**config.mk**
```make
export PLATFORM = sky130hd
export DESIGN_NAME = audio_pdm_dac
export DESIGN_NICKNAME = d
export VERILOG_FILES = /design/src/audio_pdm_dac.sv
export SDC_FILE = /design/constraint.sdc
export NUM_CORES = 1
export LEC_CHECK = 0
export ABC_AREA = 1
export BUFFER_PORTS_ARGS = -buffer_cell sky130_fd_sc_hd__buf_2
export CAP_MARGIN = 30
export CELL_PAD_IN_SITES_DETAIL_PLACEMENT = 1
export CELL_PAD_IN_SITES_GLOBAL_PLACEMENT = 2
export CORE_ASPECT_RATIO = 0.8
export CORE_MARGIN = 2
export CORE_UTILIZATION = 28
export DETAILED_ROUTE_END_ITERATION = 6
export GPL_ROUTABILITY_DRIVEN = 1
export HOLD_SLACK_MARGIN = 0.06
export PLACE_DENSITY = 0.86
export SLEW_MARGIN = 30
export SYNTH_ARGS = -nofsm -noshare
export SYNTH_HDL_FRONTEND = slang
export SYNTH_SLANG_ARGS = --single-unit
export TNS_END_PERCENT = 30
```
**constraint.sdc**
```tcl
create_clock -name clk -period 1.5 [get_ports clk]
set_input_delay 0.225 -clock clk [delete_from_list [all_inputs] [get_ports clk]]
set_output_delay 0.225 -clock clk [all_outputs]
set_load 0.05 [all_outputs]
```
**src/audio_pdm_dac.sv**
```systemverilog
// first-order pulse-density modulator for an 8-bit unsigned value
// output is high value_i times in any 256 clocks of a steady input

`default_nettype none
`timescale 1ns/100ps

module audio_pdm_dac (
    input  wire logic       clk,
    input  wire logic       reset_i,
    input  wire logic [7:0] value_i,
    output      logic       pulse_o
);

logic [7:0] acc;        // error accumulator

always_ff @(posedge clk) begin
    if (reset_i) begin
        acc     <= '0;
        pulse_o <= 1'b0;
    end else begin
        {pulse_o, acc} <= {1'b0, acc} + {1'b0, value_i};    // carry out is the pulse
    end
end

endmodule

`default_nettype wire

```
Word-level counts from Yosys, hierarchy flattened

Index checks and enable logic that the tools add are counted.

Bits in registers: 9
Input port bits: 10
Output and inout bits: 1
Logic and storage cells: 3

$add $sub $neg: 1

Operator list:

| cell                                   | count |
|---|---|
| 8-bit by 8-bit adder with 9-bit output | 1 |

Logic depth before layout (Yosys ltp)

Gate-level depths: netlist (run 1).

Depth after elaboration: 1
Depth in mapped cells: 9
Depth with buffers taken out: 9

Worst setup path after synthesis (run 1)

OpenSTA, ideal clock, no wires.

Kind: reg-to-reg
From: reg acc[0]
To: reg acc[4]
Library setup time: 0.113 ns
Arrival time: 1.241 ns
Required time: 1.387 ns
Slack: 0.146 ns
Cell stages (with the launch flop): 8
Path buffers: 0
Clock period less this slack: 1.354 ns
Path through: dfxtp_1 ha_1 fa_1 nand2_1 nand2_1 and2_1 nor2_1 nor2_1

Cells in the longest elaborated chain, start to end: 1

RTL lines:

| element                                | line | text |
|---|---|---|
| start, declared                        | 14   | `logic [7:0] acc;` |
| start signal, assigned                 | 21   | `{pulse_o, acc} <= {1'b0, acc} + {1'b0, value_i};` |
| 8-bit by 8-bit adder with 9-bit output | 21   |  |

No other way between the ends.
A chain may end at the register's enable or synchronous reset.

Worst setup path in the final report (run 1)

Same ends and word-level chain as after synthesis.

==> results of run 1 <==
-- cell usage in the layout (no fill, tap or decap) --
cell / n
buf_2: 10
nand2_1: 18
or2_4: 1
and2_4: 2
dfxtp_1: 8
nor2_1: 15
dfxtp_2: 1
clkbuf_4: 3
nand3b_1: 1
buf_4: 1
a21oi_1: 6
nand3_1: 3
clkbuf_1: 1
ha_4: 1
nand2_2: 6
nand3_2: 1
inv_2: 3
fa_2: 1
inv_1: 10
ha_1: 7
-- layer usage --
metal  part of all wire [%]  up-vias
met5                      0        -
met4                   0.83        0
met3                    5.6        2
met2                     45       11
met1                     48      240
li1                       -      291
-- area by class of cell --
class	count	area, um2
clock buffers	4	26.3
fillers	257	1200
inverters	13	48.8
multi-input cells	62	385
flip-flops and latches	9	181
well taps	24	30.0
repair buffers	11	57.6
-- logic make-up (layout without fill, tap and decap cells) --
logic type	Yosys count	count (layout)	synth area share [%]
buffers and inverters	13	28	8.39
AOI/OAI and AO/OA	6	6	5.16
and+or+nand+nor	47	47	34.8
adders and majority gates	9	9	20.6
DFF	9	9	31.0
-- flip-flops by register name, summed over array words and instances, names as in the netlist --
signal	count
acc	8
pulse_o	1
-- timing repair --
item | in CTS | in global routing
gates resized for setup | 0 | 10
endpoints found under the setup margin | 0 | 3
buffers inserted | 0 | 1
-- stage by stage --
stage               setup slack (ns)  hold slack, ns  power (W)
floorplan                      0.146           0.294   0.000613
global placement            -0.00868           0.455   0.000686
detailed placement           -0.0336           0.458   0.000701
CTS                          0.00956           0.164   0.000914
global route                 0.00212           0.171    0.00102
finish                        0.0912           0.169   0.000931
-- worst paths after layout --
kind / startpoint / end / cells past startpoint
max: acc[0]$_SDFF_PP0_ / acc[4]$_SDFF_PP0_ / 8
min: reset_i / acc[0]$_SDFF_PP0_ / 2
max reg2reg: acc[0]$_SDFF_PP0_ / acc[4]$_SDFF_PP0_ / 8
min reg2reg: acc[0]$_SDFF_PP0_ / acc[0]$_SDFF_PP0_ / 3
-- worst reg2reg max path, cell delays in order (launching register included) --
cell and delay [ns]:
dfxtp_2 0.33, ha_4 0.16, fa_2 0.40, nand2_2 0.08, nand2_2 0.07, and2_4 0.14, nand2_2 0.05, nand2_1 0.05
nor2_1 0.09
-- synth_stat cells --
master / number / area share (%)
ha_1: 8 / 17
and2_4: 1 / 1.5
dfxtp_1: 9 / 31
or2_4: 1 / 1.5
nor2_1: 15 / 9.7
a21oi_1: 6 / 5.2
nand2_1: 22 / 14
nand2_2: 2 / 2.2
nand3b_1: 1 / 1.3
nand3_1: 4 / 3.4
and2_1: 1 / 1.1
inv_1: 10 / 6.5
fa_1: 1 / 3.4
inv_2: 3 / 1.9
-- power by group through the flow --
| stage | registers [W] | clock network (W) | logic, W |
|---|---|---|---|
| final | 0.000311 | 0.000203 | 0.000417 |
| after global routing | 0.000316 | 0.000224 | 0.000484 |
| after CTS | 0.000309 | 0.000213 | 0.000392 |
| after detailed placement | 0.000314 | 0 | 0.000387 |
| after global placement | 0.000313 | 0 | 0.000373 |
| after floorplan | 0.000329 | 0 | 0.000283 |
==> metrics, run 1 <==
outcome=complete, no violations; clock buffer count from CTS=3; layout cell share with drive strength beyond 1=30.3%; worst skew pair latency=0.27 ns; GR peak layer=met2; synthesized area=582 um2; YS warnings=0; clock transition at the registers of the reported paths=0.07 ns; final instance area=729 um2; CTS root buf=clkbuf_4; Routed wire per std cell=10.7 um; setup TNS=0 ns; critical path startpoint category=flop; Final Hold Viols=0; sequential share of power=33.4%; FP Rows=14; Buf+Inv Stages, Crit Path=0; starting density of the core=30.2%; dpl cell area=662 um2; slowest cell delay on critical path=0.40 ns; cell internal pwr=0.000567 W; CP max-delay cell=fa_2; core area=1930 um2; Synth Register Bits=9; Vias/cell=4.42; PwrDens=1280 nW/um2; measured slew at the worst slew-check pin=0.250 ns; min cycle time layout=1.41 ns; vias=544; syn_area_per_cell=6.93 um2; CP most frequent cell=nand2_2; initial drt markers=1; antenna violations before repair=0; clk sinks=9; TritonCTS clock tree=done; dpl cells=118; max_cap viols=0; # IOs=11; CP Max Fanout=2; P_leak=0.395 nW; Slew Viols, Final=0; routing usage on met1=16.4%; # H-tree levels=1; DRC=0; Worst Setup Path Type=flop to flop; Final nets=119; Slew HR=83.5%; Die H=44.8 um; Post-DP HPWL=1.04 mm; DRT Pass-1 Iters=2; Area Overhead vs Synth=25.4%; global-route wire length before repair=2.23 mm; RSZ-0062 raised after global routing=false; setup violators final=0; DIE WIDTH=55.0 um; number of global-route vias before repair=544; ANT nets after route=0; Finished Layout Cells=123; post-route clock period utilization=93.9%; Sw Ratio=39.1%; final wirelength=1.32 mm; # hold bufs at CTS=0; r2r setup slk=0.09 ns; Overflow after GRT=0; worst hold path class=input pin to flop; GR Util met3=5.96%; Cell Chain, Critical Path=ha_4, fa_2, nand2_2, nand2_2, and2_4, nand2_2, nand2_1, nor2_1; Syn Nets=103; largest net degree at the start of global routing=7; die area=2460 um2; clock share of power=21.8%; final core utilization=37.9%; clk_skew=0.00473 ns; Final Wtd Congestion=0.705; Crit path max-delay family=adder cells; Logic pwr share=44.8%; diode count=0; Mapped Cells=84; met2 usage=19.5%; Port-buffer cells=10; Critical Path AT=1.62 ns; Seq/Total Area, Yosys=31.0%; total track usage=13.0%; crit path capture type=flop; peak supply drop=0.627 mV; clock buffer depth=2; Worst Path Required=1.72 ns; Fmax=710 MHz; NetSw=0.000364 W; synth unique cells=14
(Power assumes the default switching activity.)
==> run 2: changes to the inputs <==
--- a/config.mk
+++ b/config.mk
@@ -11,7 +11,6 @@
 export CELL_PAD_IN_SITES_DETAIL_PLACEMENT = 1
 export CELL_PAD_IN_SITES_GLOBAL_PLACEMENT = 2
 export CORE_ASPECT_RATIO = 0.8
-export CORE_MARGIN = 2
 export CORE_UTILIZATION = 28
 export DETAILED_ROUTE_END_ITERATION = 6
 export GPL_ROUTABILITY_DRIVEN = 1
==> run 2 against run 1 <==
Wire length is 9.8% lower. Sequential share of layout area increased by 0.66 points. Final cell count is 0.81% lower. Register-to-register slack got worse by 0.03 ns. Fmax down 1.9%. Design area down 3.3%. Non-clock buffer count down 1. Sequential cell count unchanged. First-iteration DRC count rose to 5.0 times the previous value. Core utilization is 0.90 points lower. Via count decreased by 1.7%. Clock-buffer cell count did not move.
==> metrics, run 2 (synthesis gave the netlist of run 1 again) <==
total track usage=13.2%; final core utilization=37.0%; min cycle time layout=1.44 ns; initial drt markers=5; Critical Path AT=1.60 ns; post-route setup slack=0.0640 ns; # IOs=11; peak supply drop=0.445 mV; starting density of the core=30.5%; FP Rows=14; Top reg by flops=acc; setup violators final=0; Slew HR=83.6%; ANT nets after route=0; clock share of power=21.5%; diode count=0; core area=1910 um2; number of global-route vias before repair=522; Routed wire per std cell=9.75 um; max_cap viols=0; clock buffer depth=2; DRT Pass-1 Iters=3; clk_skew=0.00220 ns; DIE WIDTH=53.0 um; worst hold path class=input pin to flop; Largest register FFs=8; Final Wtd Congestion=0.688; Slew Viols, Final=0; # H-tree levels=1; commonest non-fill, non-tap cell in the layout=nand2_1; Logic pwr share=43.9%; outcome=complete, no violations; most frequent cells in the layout=19 x nand2_1, 15 x nor2_1, 10 x inv_1, 10 x buf_2, 9 x dfxtp_1; post-route clock period utilization=95.7%; Worst Path Required=1.66 ns; clock buffer count from CTS=3; sequential share of power=34.6%; P_leak=0.386 nW; cell internal pwr=0.000554 W; critical path startpoint category=flop; final wirelength=1.19 mm; clock transition at the registers of the reported paths=0.07 ns; dpl ws=-0.0336 ns; vias=535; Area Overhead vs Synth=21.3%; global-route wire length before repair=2.08 mm; crit path capture type=flop; Port-buffer cells=10; NetSw=0.000340 W; RSZ-0062 raised after global routing=true; largest net degree at the start of global routing=7; worst skew pair latency=0.26 ns; CTS root buf=clkbuf_4; TritonCTS clock tree=done; clk sinks=9; Vias/cell=4.39; Post-DP HPWL=1.01 mm; Die H=42.8 um; Fmax=696 MHz; Sw Ratio=38.1%; CP Max Fanout=2; PwrDens=1270 nW/um2; # hold bufs at CTS=0; DRC=0; measured slew at the worst slew-check pin=0.248 ns; layout cell share with drive strength beyond 1=26.5%; antenna violations before repair=0; Final Hold Viols=0; die area=2270 um2; Overflow after GRT=0; Final nets=118; largest registers=acc: 8 flops, pulse_o: 1 flops; Worst Setup Path Type=flop to flop
[run 2: path summary, 6_finish.rpt]
check                     from                end  slack, ns  cells past startpoint
max          acc[0]$_SDFF_PP0_  acc[4]$_SDFF_PP0_       0.06                      7
min                    reset_i  acc[1]$_SDFF_PP0_       0.18                      2
max reg2reg  acc[0]$_SDFF_PP0_  acc[4]$_SDFF_PP0_       0.06                      7
min reg2reg  acc[0]$_SDFF_PP0_  acc[0]$_SDFF_PP0_       0.64                      3
[run 2: layer usage]
metal / track usage [%] / vias up / part of all wire [%]
met5: 0 / - / 0
met4: 6.32 / 0 / 0.92
met3: 5.73 / 2 / 6.0
met2: 19.5 / 9 / 45
met1: 16.2 / 237 / 48
li1: - / 287 / -
[run 2: cell type report]
class | count | area [um2]
clock buffer | 4 | 26.3
fill | 261 | 1200
inverter | 13 | 48.8
multi-input combinational | 62 | 370
sequential | 9 | 180
tap | 24 | 30.0
timing repair buffer | 10 | 50.0
[run 2: metrics by stage]
| stage | hold WS (ns) | power (W) | setup TNS (ns) | std cells | instance area (um2) |
|---|---|---|---|---|---|
| after floorplan | 0.294 | 0.000613 | 0 | 84 | 582 |
| after global placement | 0.453 | 0.000685 | -0.00538 | 118 | 662 |
| after detailed placement | 0.459 | 0.000698 | -0.0799 | 118 | 662 |
| after CTS | 0.173 | 0.000897 | 0 | 122 | 691 |
| after global routing | 0.185 | 0.000988 | -0.0526 | 122 | 706 |
| final | 0.183 | 0.000894 | 0 | 122 | 706 |
[run 2: what timing repair did]
item / in CTS / in global routing
setup endpoints to repair: 2 / 3
pin swaps: 0 / 1
setup buffers: 0 / 0
gates resized for setup: 1 / 5
[run 2: power by group through the flow]
| stage | Sequential [W] | Clock [W] | Combinational (W) |
|---|---|---|---|
| 2_1_floorplan | 0.000329 | 0 | 0.000283 |
| 3_3_place_gp | 0.000313 | 0 | 0.000373 |
| 3_5_place_dp | 0.000316 | 0 | 0.000382 |
| 4_1_cts | 0.000310 | 0.000201 | 0.000386 |
| 5_1_grt | 0.000314 | 0.000215 | 0.000460 |
| 6_report | 0.000309 | 0.000192 | 0.000393 |
[run 2: critical path, stage by stage, from the launching register on]
cell and delay (ns):
dfxtp_1 0.31, ha_2 0.18, fa_2 0.40, nand2_2 0.09, nand2_2 0.06, and2_1 0.15, nor2_1 0.09, nor2_1 0.05
