`config.mk`:
```
export PLATFORM = sky130hd
export DESIGN_NAME = audio_mix
export DESIGN_NICKNAME = d
export VERILOG_FILES = /design/src/audio_pkg.sv /design/src/audio_mix.sv
export VERILOG_INCLUDE_DIRS = /design/src /design/src/include
export SDC_FILE = /design/constraint.sdc
export NUM_CORES = 1
export LEC_CHECK = 0
export BUFFER_PORTS_ARGS = -buffer_cell sky130_fd_sc_hd__clkbuf_2
export CAP_MARGIN = 20
export CORE_UTILIZATION = 40
export DETAILED_ROUTE_END_ITERATION = 16
export RECOVER_POWER = 25
export SYNTH_ARGS = -nofsm -noshare
export SYNTH_HDL_FRONTEND = slang
export SYNTH_SLANG_ARGS = --single-unit
```
`constraint.sdc`:
```
create_clock -name clk -period 7.4 [get_ports clk]
set_input_delay 1.48 -clock clk [delete_from_list [all_inputs] [get_ports clk]]
set_output_delay 1.48 -clock clk [all_outputs]
set_load 0.1 [all_outputs]
```
`src/include/audio_config.svh`:
```
// build-time sizing for the sample audio subsystem
// channel count is fixed here; the RTL has no other way to change it
// widths must stay consistent with the sample memory and channel controls

`ifndef AUDIO_CONFIG_SVH
`define AUDIO_CONFIG_SVH

// number of sample channels
`define AUDIO_NCHAN     4

// sample memory word address width (one address space, 16-bit words)
`define AUDIO_ADDR_W    16

// playback period counter width, one sample every period+1 clocks
`define AUDIO_PERIOD_W  15

// sample length in words, a length of L plays L+1 words
`define AUDIO_LEN_W     15

`endif

```
`src/audio_pkg.sv`:
```
// shared types for the sample audio subsystem
// word_t holds two signed samples, the high byte plays first
// vol_t upper byte is left volume, lower byte right, top 7 bits used as gain

`include "audio_config.svh"

package audio_pkg;

typedef logic [`AUDIO_ADDR_W-1:0]   addr_t;     // sample memory word address
typedef logic [15:0]                word_t;     // two packed samples
typedef logic signed [7:0]          sample_t;   // one signed sample
typedef logic [15:0]                vol_t;      // {left, right} volume

// fetch arbiter states
typedef enum logic [1:0] {
    FETCH_SCAN  = 2'h0,     // pick next requesting channel
    FETCH_REQ   = 2'h1,     // memory request pending
    FETCH_WAIT  = 2'h2      // waiting for response
} fetch_state_t;

// mixer frame states
typedef enum logic [1:0] {
    MIX_CLEAR   = 2'h0,
    MIX_ACC     = 2'h1,
    MIX_OUT     = 2'h2
} mix_state_t;

endpackage

```
`src/audio_mix.sv`:
```
// sequential left/right mixer, one channel per clock
// frame is AUDIO_NCHAN+2 clocks, outputs change once per frame
// out = sat8(sum(sample * gain7) >>> 7) + 128, 8'h80 is silence

`default_nettype none
`timescale 1ns/100ps

`include "audio_config.svh"

module audio_mix (
    input  wire logic               clk,
    input  wire logic               reset_i,
    input  wire audio_pkg::sample_t sample_i[`AUDIO_NCHAN],
    input  wire audio_pkg::vol_t    vol_i[`AUDIO_NCHAN],
    output      logic [7:0]         out_l_o,
    output      logic [7:0]         out_r_o
);

import audio_pkg::*;

localparam int NCHAN = `AUDIO_NCHAN;
localparam int IDX_W = (NCHAN > 1) ? $clog2(NCHAN) : 1;
localparam int ACC_W = 16 + IDX_W;      // room for NCHAN full scale products

mix_state_t                 state;
logic [IDX_W-1:0]           chan_idx;
logic signed [ACC_W-1:0]    acc_l;
logic signed [ACC_W-1:0]    acc_r;
sample_t                    cur_sample;
logic signed [7:0]          gain_l;     // 7-bit gain, never negative
logic signed [7:0]          gain_r;
logic signed [15:0]         prod_l;
logic signed [15:0]         prod_r;

// scale down, clip to 8 bits, offset to unsigned for the DAC
function automatic logic [7:0] to_dac(input logic signed [ACC_W-1:0] sum);
    logic signed [ACC_W-1:0] scaled;
    logic [7:0]              clipped;
    scaled = sum >>> 7;
    if (scaled > 127) begin
        clipped = 8'h7f;
    end else if (scaled < -128) begin
        clipped = 8'h80;
    end else begin
        clipped = scaled[7:0];
    end
    return {~clipped[7], clipped[6:0]};
endfunction

assign cur_sample = sample_i[chan_idx];
assign gain_l     = {1'b0, vol_i[chan_idx][15:9]};
assign gain_r     = {1'b0, vol_i[chan_idx][7:1]};
assign prod_l     = cur_sample * gain_l;
assign prod_r     = cur_sample * gain_r;

always_ff @(posedge clk) begin
    if (state == MIX_CLEAR) begin
        acc_l <= '0;
        acc_r <= '0;
    end else if (state == MIX_ACC) begin
        acc_l <= acc_l + ACC_W'(prod_l);    // sign extended
        acc_r <= acc_r + ACC_W'(prod_r);
    end
end

always_ff @(posedge clk) begin
    if (reset_i) begin
        state    <= MIX_CLEAR;
        chan_idx <= '0;
        out_l_o  <= 8'h80;
        out_r_o  <= 8'h80;
    end else begin
        case (state)
            MIX_CLEAR: begin
                chan_idx <= '0;
                state    <= MIX_ACC;
            end
            MIX_ACC: begin
                if (chan_idx == IDX_W'(NCHAN - 1)) begin
                    state    <= MIX_OUT;
                end else begin
                    chan_idx <= chan_idx + 1'b1;
                end
            end
            MIX_OUT: begin
                out_l_o <= to_dac(acc_l);
                out_r_o <= to_dac(acc_r);
                state   <= MIX_CLEAR;
            end
            default: state <= MIX_CLEAR;
        endcase
    end
end

endmodule

`default_nettype wire

```
# == Word level (Yosys, flattened, before mapping) ==
# Index checks and enable logic that the tools add are counted.
# word_totals
output_inout_bits,16
inputBits,98
regBits,56
word_cells,45
# op_classes
n_addsub,3
multipliers,2
n_eq_ne,5
bitwise_logic,3
reduce_logical,3
magnitude_cmp,5
muxes,18
# ops
operator,n
8-bit two-way mux,10
18-bit by 16-bit adder with 18-bit output,2
16-bit binary-select mux with 2-bit select,1
8-bit by 8-bit multiplier with 16-bit output,2
16-bit two-way mux,2
11-bit by 8-bit > comparator with 1-bit output (second input constant),2
11-bit by 8-bit < comparator with 1-bit output (second input constant),2
8-bit binary-select mux with 2-bit select,1
2-bit one-hot mux with 2 select lines,2
2-bit equality test (second input constant),2
2-bit two-way mux,2
3-bit greater-or-equal comparator (second input constant),1
2-bit inverter with 3-bit output,1
2-bit by 1-bit adder with 2-bit output (second input constant),1
2-bit by 1-bit equality test with 1-bit output (second input constant),1
2-bit zero test,1
2-bit by 1-bit inequality test with 1-bit output (second input constant),1
2-bit inequality test (second input constant),1
1-bit inverter,2
2-bit AND reduction,1
2-bit nonzero test,1

# == Logic depth before layout (Yosys ltp) ==
# logic_depth
ltp_word,6
ltp_mapped,21
depth_no_buf,18

# == Least setup slack after synthesis ==
# Ideal clock, no wire load.
# synth_timing
path_kind,input to register
startpoint,input sample_i[7] (netlist bit)
endpoint,register acc_r[17]
t_required_ns,7.278
t_arrival_ns,6.069
setup_ns,0.122
stages,18
path_buffers,1
setup_slack_ns,1.210
path_cell_list,mux4_2 -> buf_2 -> and2_1 -> fa_1 -> inv_1 -> fa_1 -> inv_1 -> fa_1 -> inv_1 -> fa_1 -> inv_1 -> ha_1 -> a21oi_1 -> o21ai_1 -> or3_1 -> o21ai_2 -> mux2i_1 -> a221o_1
# synth_via
elab_chain_len,5
# synth_rtl
element,line_no,rtl
start: declaration,audio_mix.sv:13,"input wire audio_pkg::sample_t sample_i[`AUDIO_NCHAN],"
8-bit binary-select mux with 2-bit select,audio_mix.sv:50,assign cur_sample = sample_i[chan_idx];
8-bit two-way mux (implied by the code) (2 in a row),audio_mix.sv:50,
8-bit by 8-bit multiplier with 16-bit output,audio_mix.sv:54,assign prod_r = cur_sample * gain_r;
18-bit by 16-bit adder with 18-bit output,audio_mix.sv:62,acc_r <= acc_r + ACC_W'(prod_r);
end signal: assignment,audio_mix.sv:62,
end: declaration,audio_mix.sv:28,logic signed [ACC_W-1:0] acc_r;
# No other way between the ends. The select of a mux whose other input is x is not followed.
# A chain may end at the register's enable or synchronous reset.

# == Final worst setup path ==
# layout_timing
startpoint,input sample_i[23] (netlist bit)
endpoint,register acc_l[17]
# layout_via
elab_chain_len,5
# layout_rtl
element,line_no,rtl
8-bit binary-select mux with 2-bit select,audio_mix.sv:50,
8-bit two-way mux (implied by the code) (2 in a row),audio_mix.sv:50,
8-bit by 8-bit multiplier with 16-bit output,audio_mix.sv:53,assign prod_l = cur_sample * gain_l;
18-bit by 16-bit adder with 18-bit output,audio_mix.sv:61,acc_l <= acc_l + ACC_W'(prod_l);
end signal: assignment,audio_mix.sv:61,
end: declaration,audio_mix.sv:27,logic signed [ACC_W-1:0] acc_l;
# No other way between the ends. The select of a mux whose other input is x is not followed.

==> qor.csv <==
stage;metric;value;unit
detailed_routing;first_iter_violations;261;
synthesis;syn-cell-area;8620;sq um
critical_path;r2r_cells;18;
synthesis;synth_common_cells;225 x inv_1, 140 x fa_1, 99 x nand2_1;
global_route;grt_pass1_wl;32100;um
synthesis;synth.top_cells.by_area;fa_1 33%, dfxtp_1 13%, ha_1 11%;
sta;rsz0062_at_grt;false;
sta;maxSlewHeadroom;0.303;
synthesis;yosys.area.top_type_share;0.325;
global_route;grt_usage;0.184;
critical_path;timing.rr.start;chan_idx[0];
sta;tightest_slew;1.04;ns
synthesis;seq_area_frac_synth;0.130;
worst_hold_path;min_to;acc_l[5];
floorplan;dieArea;22100;sq um
critical_path;r2r_end;acc_r[17];
clocking;clock-sinks;56;
placement;dpl.cell_count;1301;
cells_and_area;register_area;1120;sq um
floorplan;core-area;21100;sq um
worst_hold_path;worstHoldPathType;reg2reg;
critical_path;worstPathArrival;6.59;ns
detailed_routing;via_count;6503;
cells_and_area;nFillCells;2135;
synthesis;syn_nets;1259;
sta;finalSetupViolCount;0;
clocking;cts_buffers;5;
placement;hpwlAfterDp;15700;um
critical_path;slowest_delay;0.66;ns
critical_path;crit_path_top_delay_cell;and2_1;
synthesis;synth_flop_cell;dfxtp_1;
placement;placed_cell_area;9400;sq um
placement;gp_congestion;0.865;
critical_path;path_max_fanout;14;
cells_and_area;n_antenna_cell;0;
global_route;grt_pass1_vias;6648;
synthesis;postSynthAreaPerCell;9.13;sq um
placement;numPortBuffers;105;
sta;fmax;156;MHz
detailed_routing;vias_per_cell;4.97;
run_status;outcome;finished clean;
sta;period_needed;6.43;ns
cells_and_area;drive_above_1_share;0.137;
cells_and_area;finish.instance_area;9550;sq um
floorplan;pin_count;114;
synthesis;synthCells;944;
floorplan;rows;53;
synthesis;ys_warn_count;0;
floorplan;start_util;0.409;
detailed_routing;dr.pass1.iters;5;
clocking;cts_setup_buffers;0;
sta;drv_slew;0;
detailed_routing;drtAntennaViolNets;0;
clocking;cts_root_buf;clkbuf_16;
synthesis;ys_types;51;
critical_path;startpoint_type;input pin;
synthesis;yosysTopAreaCell;fa_1;
clocking;clkSlewWorstSetupHoldPaths;0.07;ns
synthesis;ys_async_sr_fraction;0;
floorplan;die_h;149;um
clocking;cts_tree;done;
synthesis;synth_seq_cells;56;
cells_and_area;multi_input_area;6530;sq um
clocking;cts_resized;0;
run;max_cap_viol_count;0;
critical_path;r2r_slack;1.40;ns
critical_path;path_class;in2reg;
sta;hold_violations;0;
global_route;grt_max_degree;55;
cells_and_area;finalNonFillerCells;1309;
cells_and_area;syn2layout_area_growth;10.8;%
floorplan;die_x;149;um
detailed_routing;drc;0;
sta;worst_clock_skew;0.00325;ns
detailed_routing;routed_wl;18800;um
global_route;grt_antenna_before_repair;0;
cells_and_area;nNetsFinal;1348;
clocking;clk_path_buf_depth;2;
critical_path;critPathRequiredTime;7.56;ns
critical_path;end_kind;flip-flop;
sta;finalSetupTns;0;ns
synthesis;yosysMostFrequentCell;inv_1;
global_route;grt-ovfl-total;0;
clocking;htreeDepth;2;
clocking;clk_latency;0.30;ns
worst_hold_path;hold_start;acc_l[5];
sta;fin_crit_sh;0.869;
worst_hold_path;holdPathStages;2;
synthesis;synth_edf_count;0;
critical_path;path_cells;clkbuf_2, mux4_2, and2_1, inv_1, fa_1, inv_1, fa_1, fa_1, inv_1, fa_1, inv_1, ha_1, o21ai_0, o21ai_0, a21oi_2, o31ai_1, xnor2_1, o21ai_0;
clocking;postCtsHoldBufs;0;
detailed_routing;wl_per_cell;14.4;um
[kinds of logic (layout without fill, tap and decap cells)]
| logic type | Yosys count | count (layout) | synth area share |
|---|---|---|---|
| simple gates | 218 | 218 | 0.123 |
| xor+xnor | 32 | 32 | 0.0325 |
| fa+ha+maj | 217 | 217 | 0.437 |
| compound gates | 144 | 144 | 0.105 |
| flops | 56 | 56 | 0.130 |
| mux | 24 | 24 | 0.0598 |
| buf+inv | 253 | 343 | 0.112 |
[layer usage]
layer	part of all wire	routed length [um]	up-vias	global-route usage
met2	0.48	8960	134	0.313
met4	0.011	213	0	0.0342
li1	-	-	3133	-
met1	0.48	8970	3222	0.253
met5	0	0	-	0
met3	0.036	668	14	0.0229
[sequential cells by signal (all words and copies together) (netlist names)]
register,flops
out_l_o,8
state,2
out_r_o,8
chan_idx,2
acc_r,18
acc_l,18
[layout by cell type, fill, tap and decap left out, types with 2 or more instances in the layout]
master / count
o21ai_1: 2
o211ai_1: 3
dfxtp_1: 54
ha_1: 77
o31ai_1: 5
o21a_1: 10
mux2i_1: 2
inv_1: 225
clkbuf_1: 2
a211o_1: 2
xnor2_1: 24
a21oi_1: 32
nor2_1: 21
nand2b_1: 8
or3_1: 3
o21bai_1: 3
nand3b_1: 2
buf_4: 4
a211oi_1: 9
mux4_2: 22
clkbuf_16: 5
a21o_1: 8
dfxtp_2: 2
fa_1: 140
xor2_1: 8
a21oi_2: 2
clkbuf_2: 104
and2_1: 68
o21ai_0: 46
a22o_1: 5
nand2_1: 99
nand3_1: 5
a31oi_1: 2
nor3_1: 7
o41ai_1: 4
[worst max path at each step]
stage	depth (start not counted)	from	slack (ns)	endpoint
global route	18	sample_i[31]	0.70	acc_l[17]
floorplan	18	sample_i[7]	1.21	acc_r[17]
finish	18	sample_i[23]	0.97	acc_l[17]
CTS	18	sample_i[23]	1.01	acc_l[17]
detailed placement	18	sample_i[23]	0.72	acc_l[17]
global placement	18	sample_i[7]	0.72	acc_l[17]
[through the flow]
stage	util	hold slack (ns)	worst slack [ns]
3_3_place_gp	0.446	0.435	0.715
5_1_grt	0.453	0.476	0.701
6_report	0.453	0.459	0.972
4_1_cts	0.453	0.460	1.01
3_5_place_dp	0.446	0.445	0.715
2_1_floorplan	-	0.420	1.21
[area by class of cell]
class,instances,area share
sequential,56,0.118
timing repair buffer,109,0.0581
multi-input combinational,635,0.684
clock buffer,6,0.0135
tap,275,0.0360
inverter,226,0.0889
clock inverter,2,0.00170
[worst max-delay path: cells and delay by family]
family	cells	cell delay, ns
fa+ha+maj	5	2.39
compound gates	5	1.09
simple gates	1	0.66
mux	1	0.46
buf+inv	5	0.33
xor+xnor	1	0.16
Power is left out: the tool's default activity adds up to more than one toggle a clock period on the data nets, which glitch-free logic cannot reach.
