`config.mk`:
```
export PLATFORM = sky130hd
export DESIGN_NAME = audio_channel
export DESIGN_NICKNAME = d
export VERILOG_FILES = /design/src/audio_pkg.sv /design/src/audio_channel.sv
export VERILOG_INCLUDE_DIRS = /design/src /design/src/include
export SDC_FILE = /design/constraint.sdc
export NUM_CORES = 1
export LEC_CHECK = 0
export BUFFER_PORTS_ARGS = -buffer_cell sky130_fd_sc_hd__buf_2
export CAP_MARGIN = 20
export CORE_MARGIN = 2
export CORE_UTILIZATION = 45
export CTS_BUF_LIST = sky130_fd_sc_hd__clkbuf_4 sky130_fd_sc_hd__clkbuf_8
export DETAILED_ROUTE_END_ITERATION = 8
export PLACE_DENSITY = 0.71
export SETUP_SLACK_MARGIN = 0.1
export SLEW_MARGIN = 20
export SYNTH_ARGS = -nofsm -noshare
export SYNTH_HDL_FRONTEND = slang
export SYNTH_SLANG_ARGS = --single-unit
```
`constraint.sdc`:
```
create_clock -name clk -period 2.28 [get_ports clk]
set_input_delay 0.456 -clock clk [delete_from_list [all_inputs] [get_ports clk]]
set_output_delay 0.456 -clock clk [all_outputs]
set_load 0.05 [all_outputs]
```
`src/include/audio_config.svh`:
```
// build-time sizing for the sample audio subsystem
// channel count is fixed here; the RTL has no other way to change it
// widths must stay consistent with the sample memory and channel controls

`ifndef AUDIO_CONFIG_SVH
`define AUDIO_CONFIG_SVH

// number of sample channels
`define AUDIO_NCHAN     4

// sample memory word address width (one address space, 16-bit words)
`define AUDIO_ADDR_W    16

// playback period counter width, one sample every period+1 clocks
`define AUDIO_PERIOD_W  15

// sample length in words, a length of L plays L+1 words
`define AUDIO_LEN_W     15

`endif

```
`src/audio_pkg.sv`:
```
// shared types for the sample audio subsystem
// word_t holds two signed samples, the high byte plays first
// vol_t upper byte is left volume, lower byte right, top 7 bits used as gain

`include "audio_config.svh"

package audio_pkg;

typedef logic [`AUDIO_ADDR_W-1:0]   addr_t;     // sample memory word address
typedef logic [15:0]                word_t;     // two packed samples
typedef logic signed [7:0]          sample_t;   // one signed sample
typedef logic [15:0]                vol_t;      // {left, right} volume

// fetch arbiter states
typedef enum logic [1:0] {
    FETCH_SCAN  = 2'h0,     // pick next requesting channel
    FETCH_REQ   = 2'h1,     // memory request pending
    FETCH_WAIT  = 2'h2      // waiting for response
} fetch_state_t;

// mixer frame states
typedef enum logic [1:0] {
    MIX_CLEAR   = 2'h0,
    MIX_ACC     = 2'h1,
    MIX_OUT     = 2'h2
} mix_state_t;

endpackage

```
`src/audio_channel.sv`:
```
// one sample channel: period timer, word address walker and word buffer
// a late fill replays the old buffer, the address only moves after a fill
// a restart while a fetch is in flight drops that fetch's data and refetches

`default_nettype none
`timescale 1ns/100ps

`include "audio_config.svh"

module audio_channel (
    input  wire logic                       clk,
    input  wire logic                       reset_i,
    input  wire logic                       enable_i,
    input  wire audio_pkg::vol_t            vol_i,
    input  wire logic [`AUDIO_PERIOD_W-1:0] period_i,
    input  wire audio_pkg::addr_t           start_i,
    input  wire logic [`AUDIO_LEN_W-1:0]    len_i,
    input  wire logic                       restart_i,
    output      logic                       fetch_req_o,
    output      audio_pkg::addr_t           fetch_addr_o,
    input  wire logic                       fill_i,
    input  wire audio_pkg::word_t           fill_data_i,
    output      audio_pkg::sample_t         sample_o,
    output      logic                       reload_o
);

import audio_pkg::*;

logic [`AUDIO_PERIOD_W-1:0] period_cnt;     // clocks until next sample
logic                       second_half;    // next advance plays the low byte
addr_t                      cur_addr;       // word being fetched or played
logic [`AUDIO_LEN_W-1:0]    len_left;       // words left after cur_addr
word_t                      word_buf;
logic                       buf_valid;      // word_buf holds cur_addr data
logic                       stale;          // an in-flight fill belongs to the old address
sample_t                    sample_r;
logic                       advance;
logic                       fill_take;

assign advance      = enable_i && (restart_i || period_cnt == '0);
assign fill_take    = fill_i && enable_i && !restart_i && !stale;

assign fetch_req_o  = enable_i && !buf_valid;
assign fetch_addr_o = cur_addr;
assign sample_o     = sample_r;

always_ff @(posedge clk) begin
    if (fill_take) begin
        word_buf <= fill_data_i;
    end
end

always_ff @(posedge clk) begin
    if (reset_i) begin
        period_cnt  <= '0;
        second_half <= 1'b0;
        cur_addr    <= '0;
        len_left    <= '0;
        buf_valid   <= 1'b0;
        stale       <= 1'b0;
        sample_r    <= '0;
        reload_o    <= 1'b0;
    end else begin
        reload_o    <= 1'b0;                // strobe

        if (!enable_i) begin
            // park at the start so enabling begins with a fetch of start_i
            period_cnt  <= period_i;
            second_half <= 1'b0;
            cur_addr    <= start_i;
            len_left    <= len_i;
            buf_valid   <= 1'b0;
            stale       <= 1'b0;
            sample_r    <= '0;
        end else begin
            if (advance) begin
                period_cnt  <= period_i;
                sample_r    <= second_half ? word_buf[7:0] : word_buf[15:8];
                second_half <= !second_half;
            end else begin
                period_cnt  <= period_cnt - 1'b1;
            end

            if (restart_i) begin
                second_half <= 1'b0;
                cur_addr    <= start_i;
                len_left    <= len_i;
                buf_valid   <= 1'b0;
                stale       <= !buf_valid && !fill_i;   // old fetch may still return
                reload_o    <= 1'b1;
            end else if (advance && second_half && buf_valid) begin
                // word used up, step to the next one
                buf_valid   <= 1'b0;
                if (len_left == '0) begin
                    cur_addr    <= start_i;
                    len_left    <= len_i;
                    reload_o    <= 1'b1;
                end else begin
                    cur_addr    <= cur_addr + 1'b1;
                    len_left    <= len_left - 1'b1;
                end
            end else if (fill_i) begin
                if (stale) begin
                    stale       <= 1'b0;            // dropped, request stays up
                end else begin
                    buf_valid   <= 1'b1;
                end
            end
        end
    end
end

endmodule

`default_nettype wire

```
==> Word level (Yosys, flattened, before mapping) <==
Cells that the tools add are included.
{ "classes": {"addsub": 3, "multipliers": 0, "n_div": 0, "n_lt_le_gt_ge": 0, "n_eq_ne": 2, "n_shift": 0, "n_mux": 17, "bitwise": 2, "reduce_logical": 22} }
{ "ops": {"columns": ["cell", "n"], "rows": [
  ["$mux 15", 6],
  ["$mux 16", 4],
  ["$logic_not 15->1", 2],
  ["$sub 15x1->15 const B", 2],
  ["$add 16x1->16 const B", 1],
  ["$logic_and 1x1->1", 8],
  ["$mux 8", 1],
  ["$mux 1", 6],
  ["$logic_not 1->1", 5],
  ["$reduce_and 2->1", 2],
  ["$reduce_or 4->1", 1],
  ["$ne 3x1->1 const B", 1],
  ["$reduce_or 3->1", 1],
  ["$ne 2x2->1 const B", 1],
  ["$not 1->1", 2],
  ["$reduce_bool 2->1", 1],
  ["$reduce_or 2->1", 1],
  ["$logic_or 1x1->1", 1]
]} }
{ "totals": {"regBits": 74, "latchBits": 0, "ram_bits": 0, "rom_bits": 0, "input_bits": 83, "out_inout_bits": 26, "wordCells": 55, "mem_count": 0} }

==> Depth between registers and ports, before layout <==
{ "depth": {"word_depth": 8, "ltp_mapped": 10, "ltp_nobuf": 7} }

==> Least setup slack after synthesis <==
OpenSTA, ideal clock, no wires.
{ "synth_timing": {"kind": "reg-to-reg", "start": "register cur_addr[4] (netlist: fetch_addr_o[4])", "end": "register cur_addr[15] (netlist: fetch_addr_o[15])", "setup_time_ps": 117, "arrival_time_ps": 2004, "t_required_ps": 2163, "path_slack_ps": 158, "path_stages_with_launch": 6, "path_buffers": 0, "period_less_slack_ps": 2122, "path_cell_list": "dfxtp_1 -> nand4_1 -> or4_1 -> nor2_1 -> o21ai_2 -> a32o_1"} }
{ "synth_via": {"elab_chain_len": 5} }
{ "synth_rtl": {"columns": ["item", "line_no", "rtl"], "rows": [
  ["from (decl)", "audio_channel.sv:31", "addr_t cur_addr;"],
  ["from (signal assigned)", "audio_channel.sv:70", "cur_addr <= start_i;"],
  ["from (signal assigned)", "audio_channel.sv:86", "cur_addr <= start_i;"],
  ["from (signal assigned)", "audio_channel.sv:95", "cur_addr <= start_i;"],
  ["$add 16x1->16", "audio_channel.sv:99", "cur_addr <= cur_addr + 1'b1;"],
  ["$mux 16", "audio_channel.sv:94", "if (len_left == '0) begin"],
  ["$mux 16", "audio_channel.sv:91", "end else if (advance && second_half && buf_valid) begin"],
  ["$mux 16", "audio_channel.sv:84", "if (restart_i) begin"],
  ["$mux 16", "audio_channel.sv:66", "if (!enable_i) begin"]
]} }
Every way passes these cells. The select of a mux whose other input is x is not followed.
A chain may end at the register's enable or synchronous reset.

==> Worst setup path in the final report <==
{ "layout_timing": {"start": "register len_left[0]", "end": "register cur_addr[2] (netlist: fetch_addr_o[2])"} }
{ "layout_via": {"elab_chain_len": 5} }
{ "layout_rtl": {"columns": ["item", "line_no", "rtl"], "rows": [
  ["from (decl)", "audio_channel.sv:32", "logic [`AUDIO_LEN_W-1:0] len_left;"],
  ["from (signal assigned)", "audio_channel.sv:71", "len_left <= len_i;"],
  ["from (signal assigned)", "audio_channel.sv:87", "len_left <= len_i;"],
  ["from (signal assigned)", "audio_channel.sv:96", "len_left <= len_i;"],
  ["$logic_not 15->1", "audio_channel.sv:94", null],
  ["$mux 16", "audio_channel.sv:94", null],
  ["$mux 16", "audio_channel.sv:91", null],
  ["$mux 16", "audio_channel.sv:84", null],
  ["$mux 16", "audio_channel.sv:66", null]
]} }
Every way passes these cells. The select of a mux whose other input is x is not followed.

==> run metrics <==
status=complete, no violations; area grow syn2layout=23.2%; kind of critical path=flip-flop to flip-flop; design area=4740 um^2; worst min-delay path class=input port to flip-flop; CTS Root Cell=clkbuf_8; Vias/cell=5.85; Final Hold Slack=268 ps; post-synthesis cell type count=60; top sig layer=met4; ANT cells=0; Core Util, Final=57.4%; Post-Syn Instances=419; dpl cells=614; total gr overflow=0; Yosys warnings=0; Critical Path Start Type=flip-flop; vias in the first global route=~3500; Yosys reg bits=74; Layout Skew=approximately 11 ps; Rows=33; netlist area before placement=3840 um^2; share of cells above drive strength 1=30.2%; port buffer count=92; gr usage total=roughly 23%; clock sink total=74; initial antenna violation count=0; vias=3691; number of synthesized flops with an enable pin=16; register area share after synthesis=a little over two fifths; Synth top area share=30.2%; Final Cycle Share=92.9%; first drt pass iteration count=5; synthesized area per cell=9.18 um^2; total length of routed met2 wires=4.78 mm; core box area=8260 um^2; GP Congestion=0.870; Peak supply drop=0.384 mV; fmax=between 400 and 500 MHz; worst rel slew slack=~68%; ys flop type=dfxtp_1; setup TNS=0 ps; Critical Path RT=between 2000 and 3000 ps; Max Slew Vio Count=0; Die Y=about 96 um; Layout fillers=773; worst setup margin=163 ps; leakage=1.83 nW; fraction of registers with async set/reset=0%; pwr/cell area=690 nW/um^2; drt wl/cell=16.1 um; Layout Nets=608; Net Count, Synth=506; minimum clock period=2120 ps; final wirelength=10.1 mm; pre-CTS setup slack=143 ps; largest net degree at the start of global routing=29; starting density of the core=46.6%; Non-Filler Instances=between 600 and 700; DRC viols=0; CP max FO=24; Final Hold Vio Count=0; clock latency at the later pin of the worst-skew pair=360 ps; Worst EP arrival=2370 ps; die footprint=9300 um^2; placed cell areas=4490 um^2; Antenna Nets Post-Route=0; global-route wire length before repair=between 15 and 20 mm; 1st-iter DRT viols=167; Top-Level Pins=109; wire length on met1=4.33 mm; # hold bufs at CTS=0; DR WL met3=839 um; Worst-path clk slew=80 ps; unrepaired setup endpoints after global routing=false; total CTS buffers=9; hpwl dp=7.16 mm; Final setup viols=0; leading post-synthesis cells by cell area=dfxtp_1, edfxtp_1, nor2_1, a21oi_1, o32ai_1; most area-hungry cell type in the Yosys netlist=dfxtp_1; Worst-Margin Slew=478 ps; Crit. End Element=flip-flop; DIE WIDTH=96.4 um; CTS tree=done; MaxCap Viol Count=0; Final Power=3.27 mW; CTS Buffer Depth=2; H-tree depth=3
cell type report:
cell class,instances,area (um^2),area share [%]
well taps,105,131,2.77
clock inverters,7,82.6,1.74
flip-flops and latches,74,1640,34.7
repair buffers,117,673,14.2
multi-input cells,295,1990,42.1
clock buffers,9,124,2.61
inverters,24,90.1,1.90
metal layers:
layer,vias to the layer above,global-route usage [%]
li1,1778,-
met1,1743,28.7
met2,148,36.9
met3,22,5.20
met4,0,9.62
met5,-,0
flip-flops by register name (all words and copies together) (netlist names):
signal	flops
word_buf	16
period_cnt	15
buf_valid	1
stale	1
sample_o	8
reload_o	1
len_left	15
second_half	1
fetch_addr_o	16
kinds of logic after synthesis:
kind of cell / after synthesis / synth area share (%)
AOI/OAI and AO/OA: 113 / 22.3
xor gates and xnor gates: 10 / 2.28
adders and majority gates: 4 / 1.30
buffers and inverters: 51 / 6.61
DFF: 74 / 42.7
muxes: 17 / 4.52
and+or+nand+nor: 150 / 20.3
where the power goes:
part / switching (mW) / internal [mW] / total [mW]
Sequential: 0.0863 / 1.42 / 1.51
Clock: 0.560 / 0.524 / 1.08
Combinational: 0.410 / 0.268 / 0.678
Total: 1.06 / 2.21 / 3.27
Yosys cell counts, types with 3 or more instances:
library cell	n
nor2b_1	5
a22oi_1	4
nor2_1	47
inv_1	23
dfxtp_1	58
o21ai_0	5
and4_1	3
clkbuf_1	10
or4_1	4
ha_1	4
buf_6	3
xnor2_1	4
or3_1	5
nand2_1	21
and2_1	3
nor3_1	17
a32o_1	4
buf_2	8
nand2b_1	5
mux2_2	3
a21oi_1	30
o21a_1	3
nor4_1	9
mux2i_1	14
a311oi_1	3
o32ai_1	17
buf_4	5
xor2_1	6
edfxtp_1	16
nand4_1	9
nand3_1	11
a31oi_1	4
a211oi_1	19
o21ai_2	5
critical path: stages, from the launching register on:
cell and delay (ps):
dfxtp_1 380, inv_1 100, ha_1 210, nor4b_2 170, and4_1 260, nor2_4 150, buf_12 190, mux2_2 340
a32o_1 190
cells in the final DEF (no fill, tap or decap), types with 4 or more instances in the layout:
cell type / Yosys / final
buf_4: 5 / 23
nand2b_1: 5 / 5
clkbuf_8: 0 / 9
buf_2: 8 / 92
mux2i_1: 14 / 14
dfxtp_1: 58 / 58
edfxtp_1: 16 / 16
inv_1: 23 / 23
or4_1: 4 / 4
nor3_1: 17 / 17
nor4_1: 9 / 9
or3_1: 5 / 5
nand4_1: 9 / 9
a21oi_1: 30 / 30
o21ai_2: 5 / 5
xnor2_1: 4 / 4
a211oi_1: 19 / 19
xor2_1: 6 / 6
nor2_1: 47 / 47
o21ai_0: 5 / 5
nand2_1: 21 / 21
o32ai_1: 17 / 17
nand3_1: 11 / 11
ha_1: 4 / 4
a22oi_1: 4 / 4
nor2b_1: 5 / 5
a32o_1: 4 / 4
path summary, 6_finish.rpt:
check | endpoint | slack [ps] | cells after the start | from
setup / recovery | fetch_addr_o[2]$_SDFFE_PP0P_ | 160 | 8 | len_left[0]$_SDFFE_PP0P_
hold / removal | word_buf[9]$_DFFE_PP_ | 270 | 1 | fill_data_i[9]
setup reg to reg | fetch_addr_o[2]$_SDFFE_PP0P_ | 160 | 8 | len_left[0]$_SDFFE_PP0P_
hold reg to reg | period_cnt[14]$_SDFF_PP0_ | 490 | 2 | period_cnt[14]$_SDFF_PP0_
timing repair:
item                                    4_1_cts  5_1_grt
gates resized for setup                       0        5
setup buffers                                 0        0
hold endpoints to repair                      0        0
endpoints found under the setup margin        0       27
No activity file was read; power rests on OpenSTA's default activity.
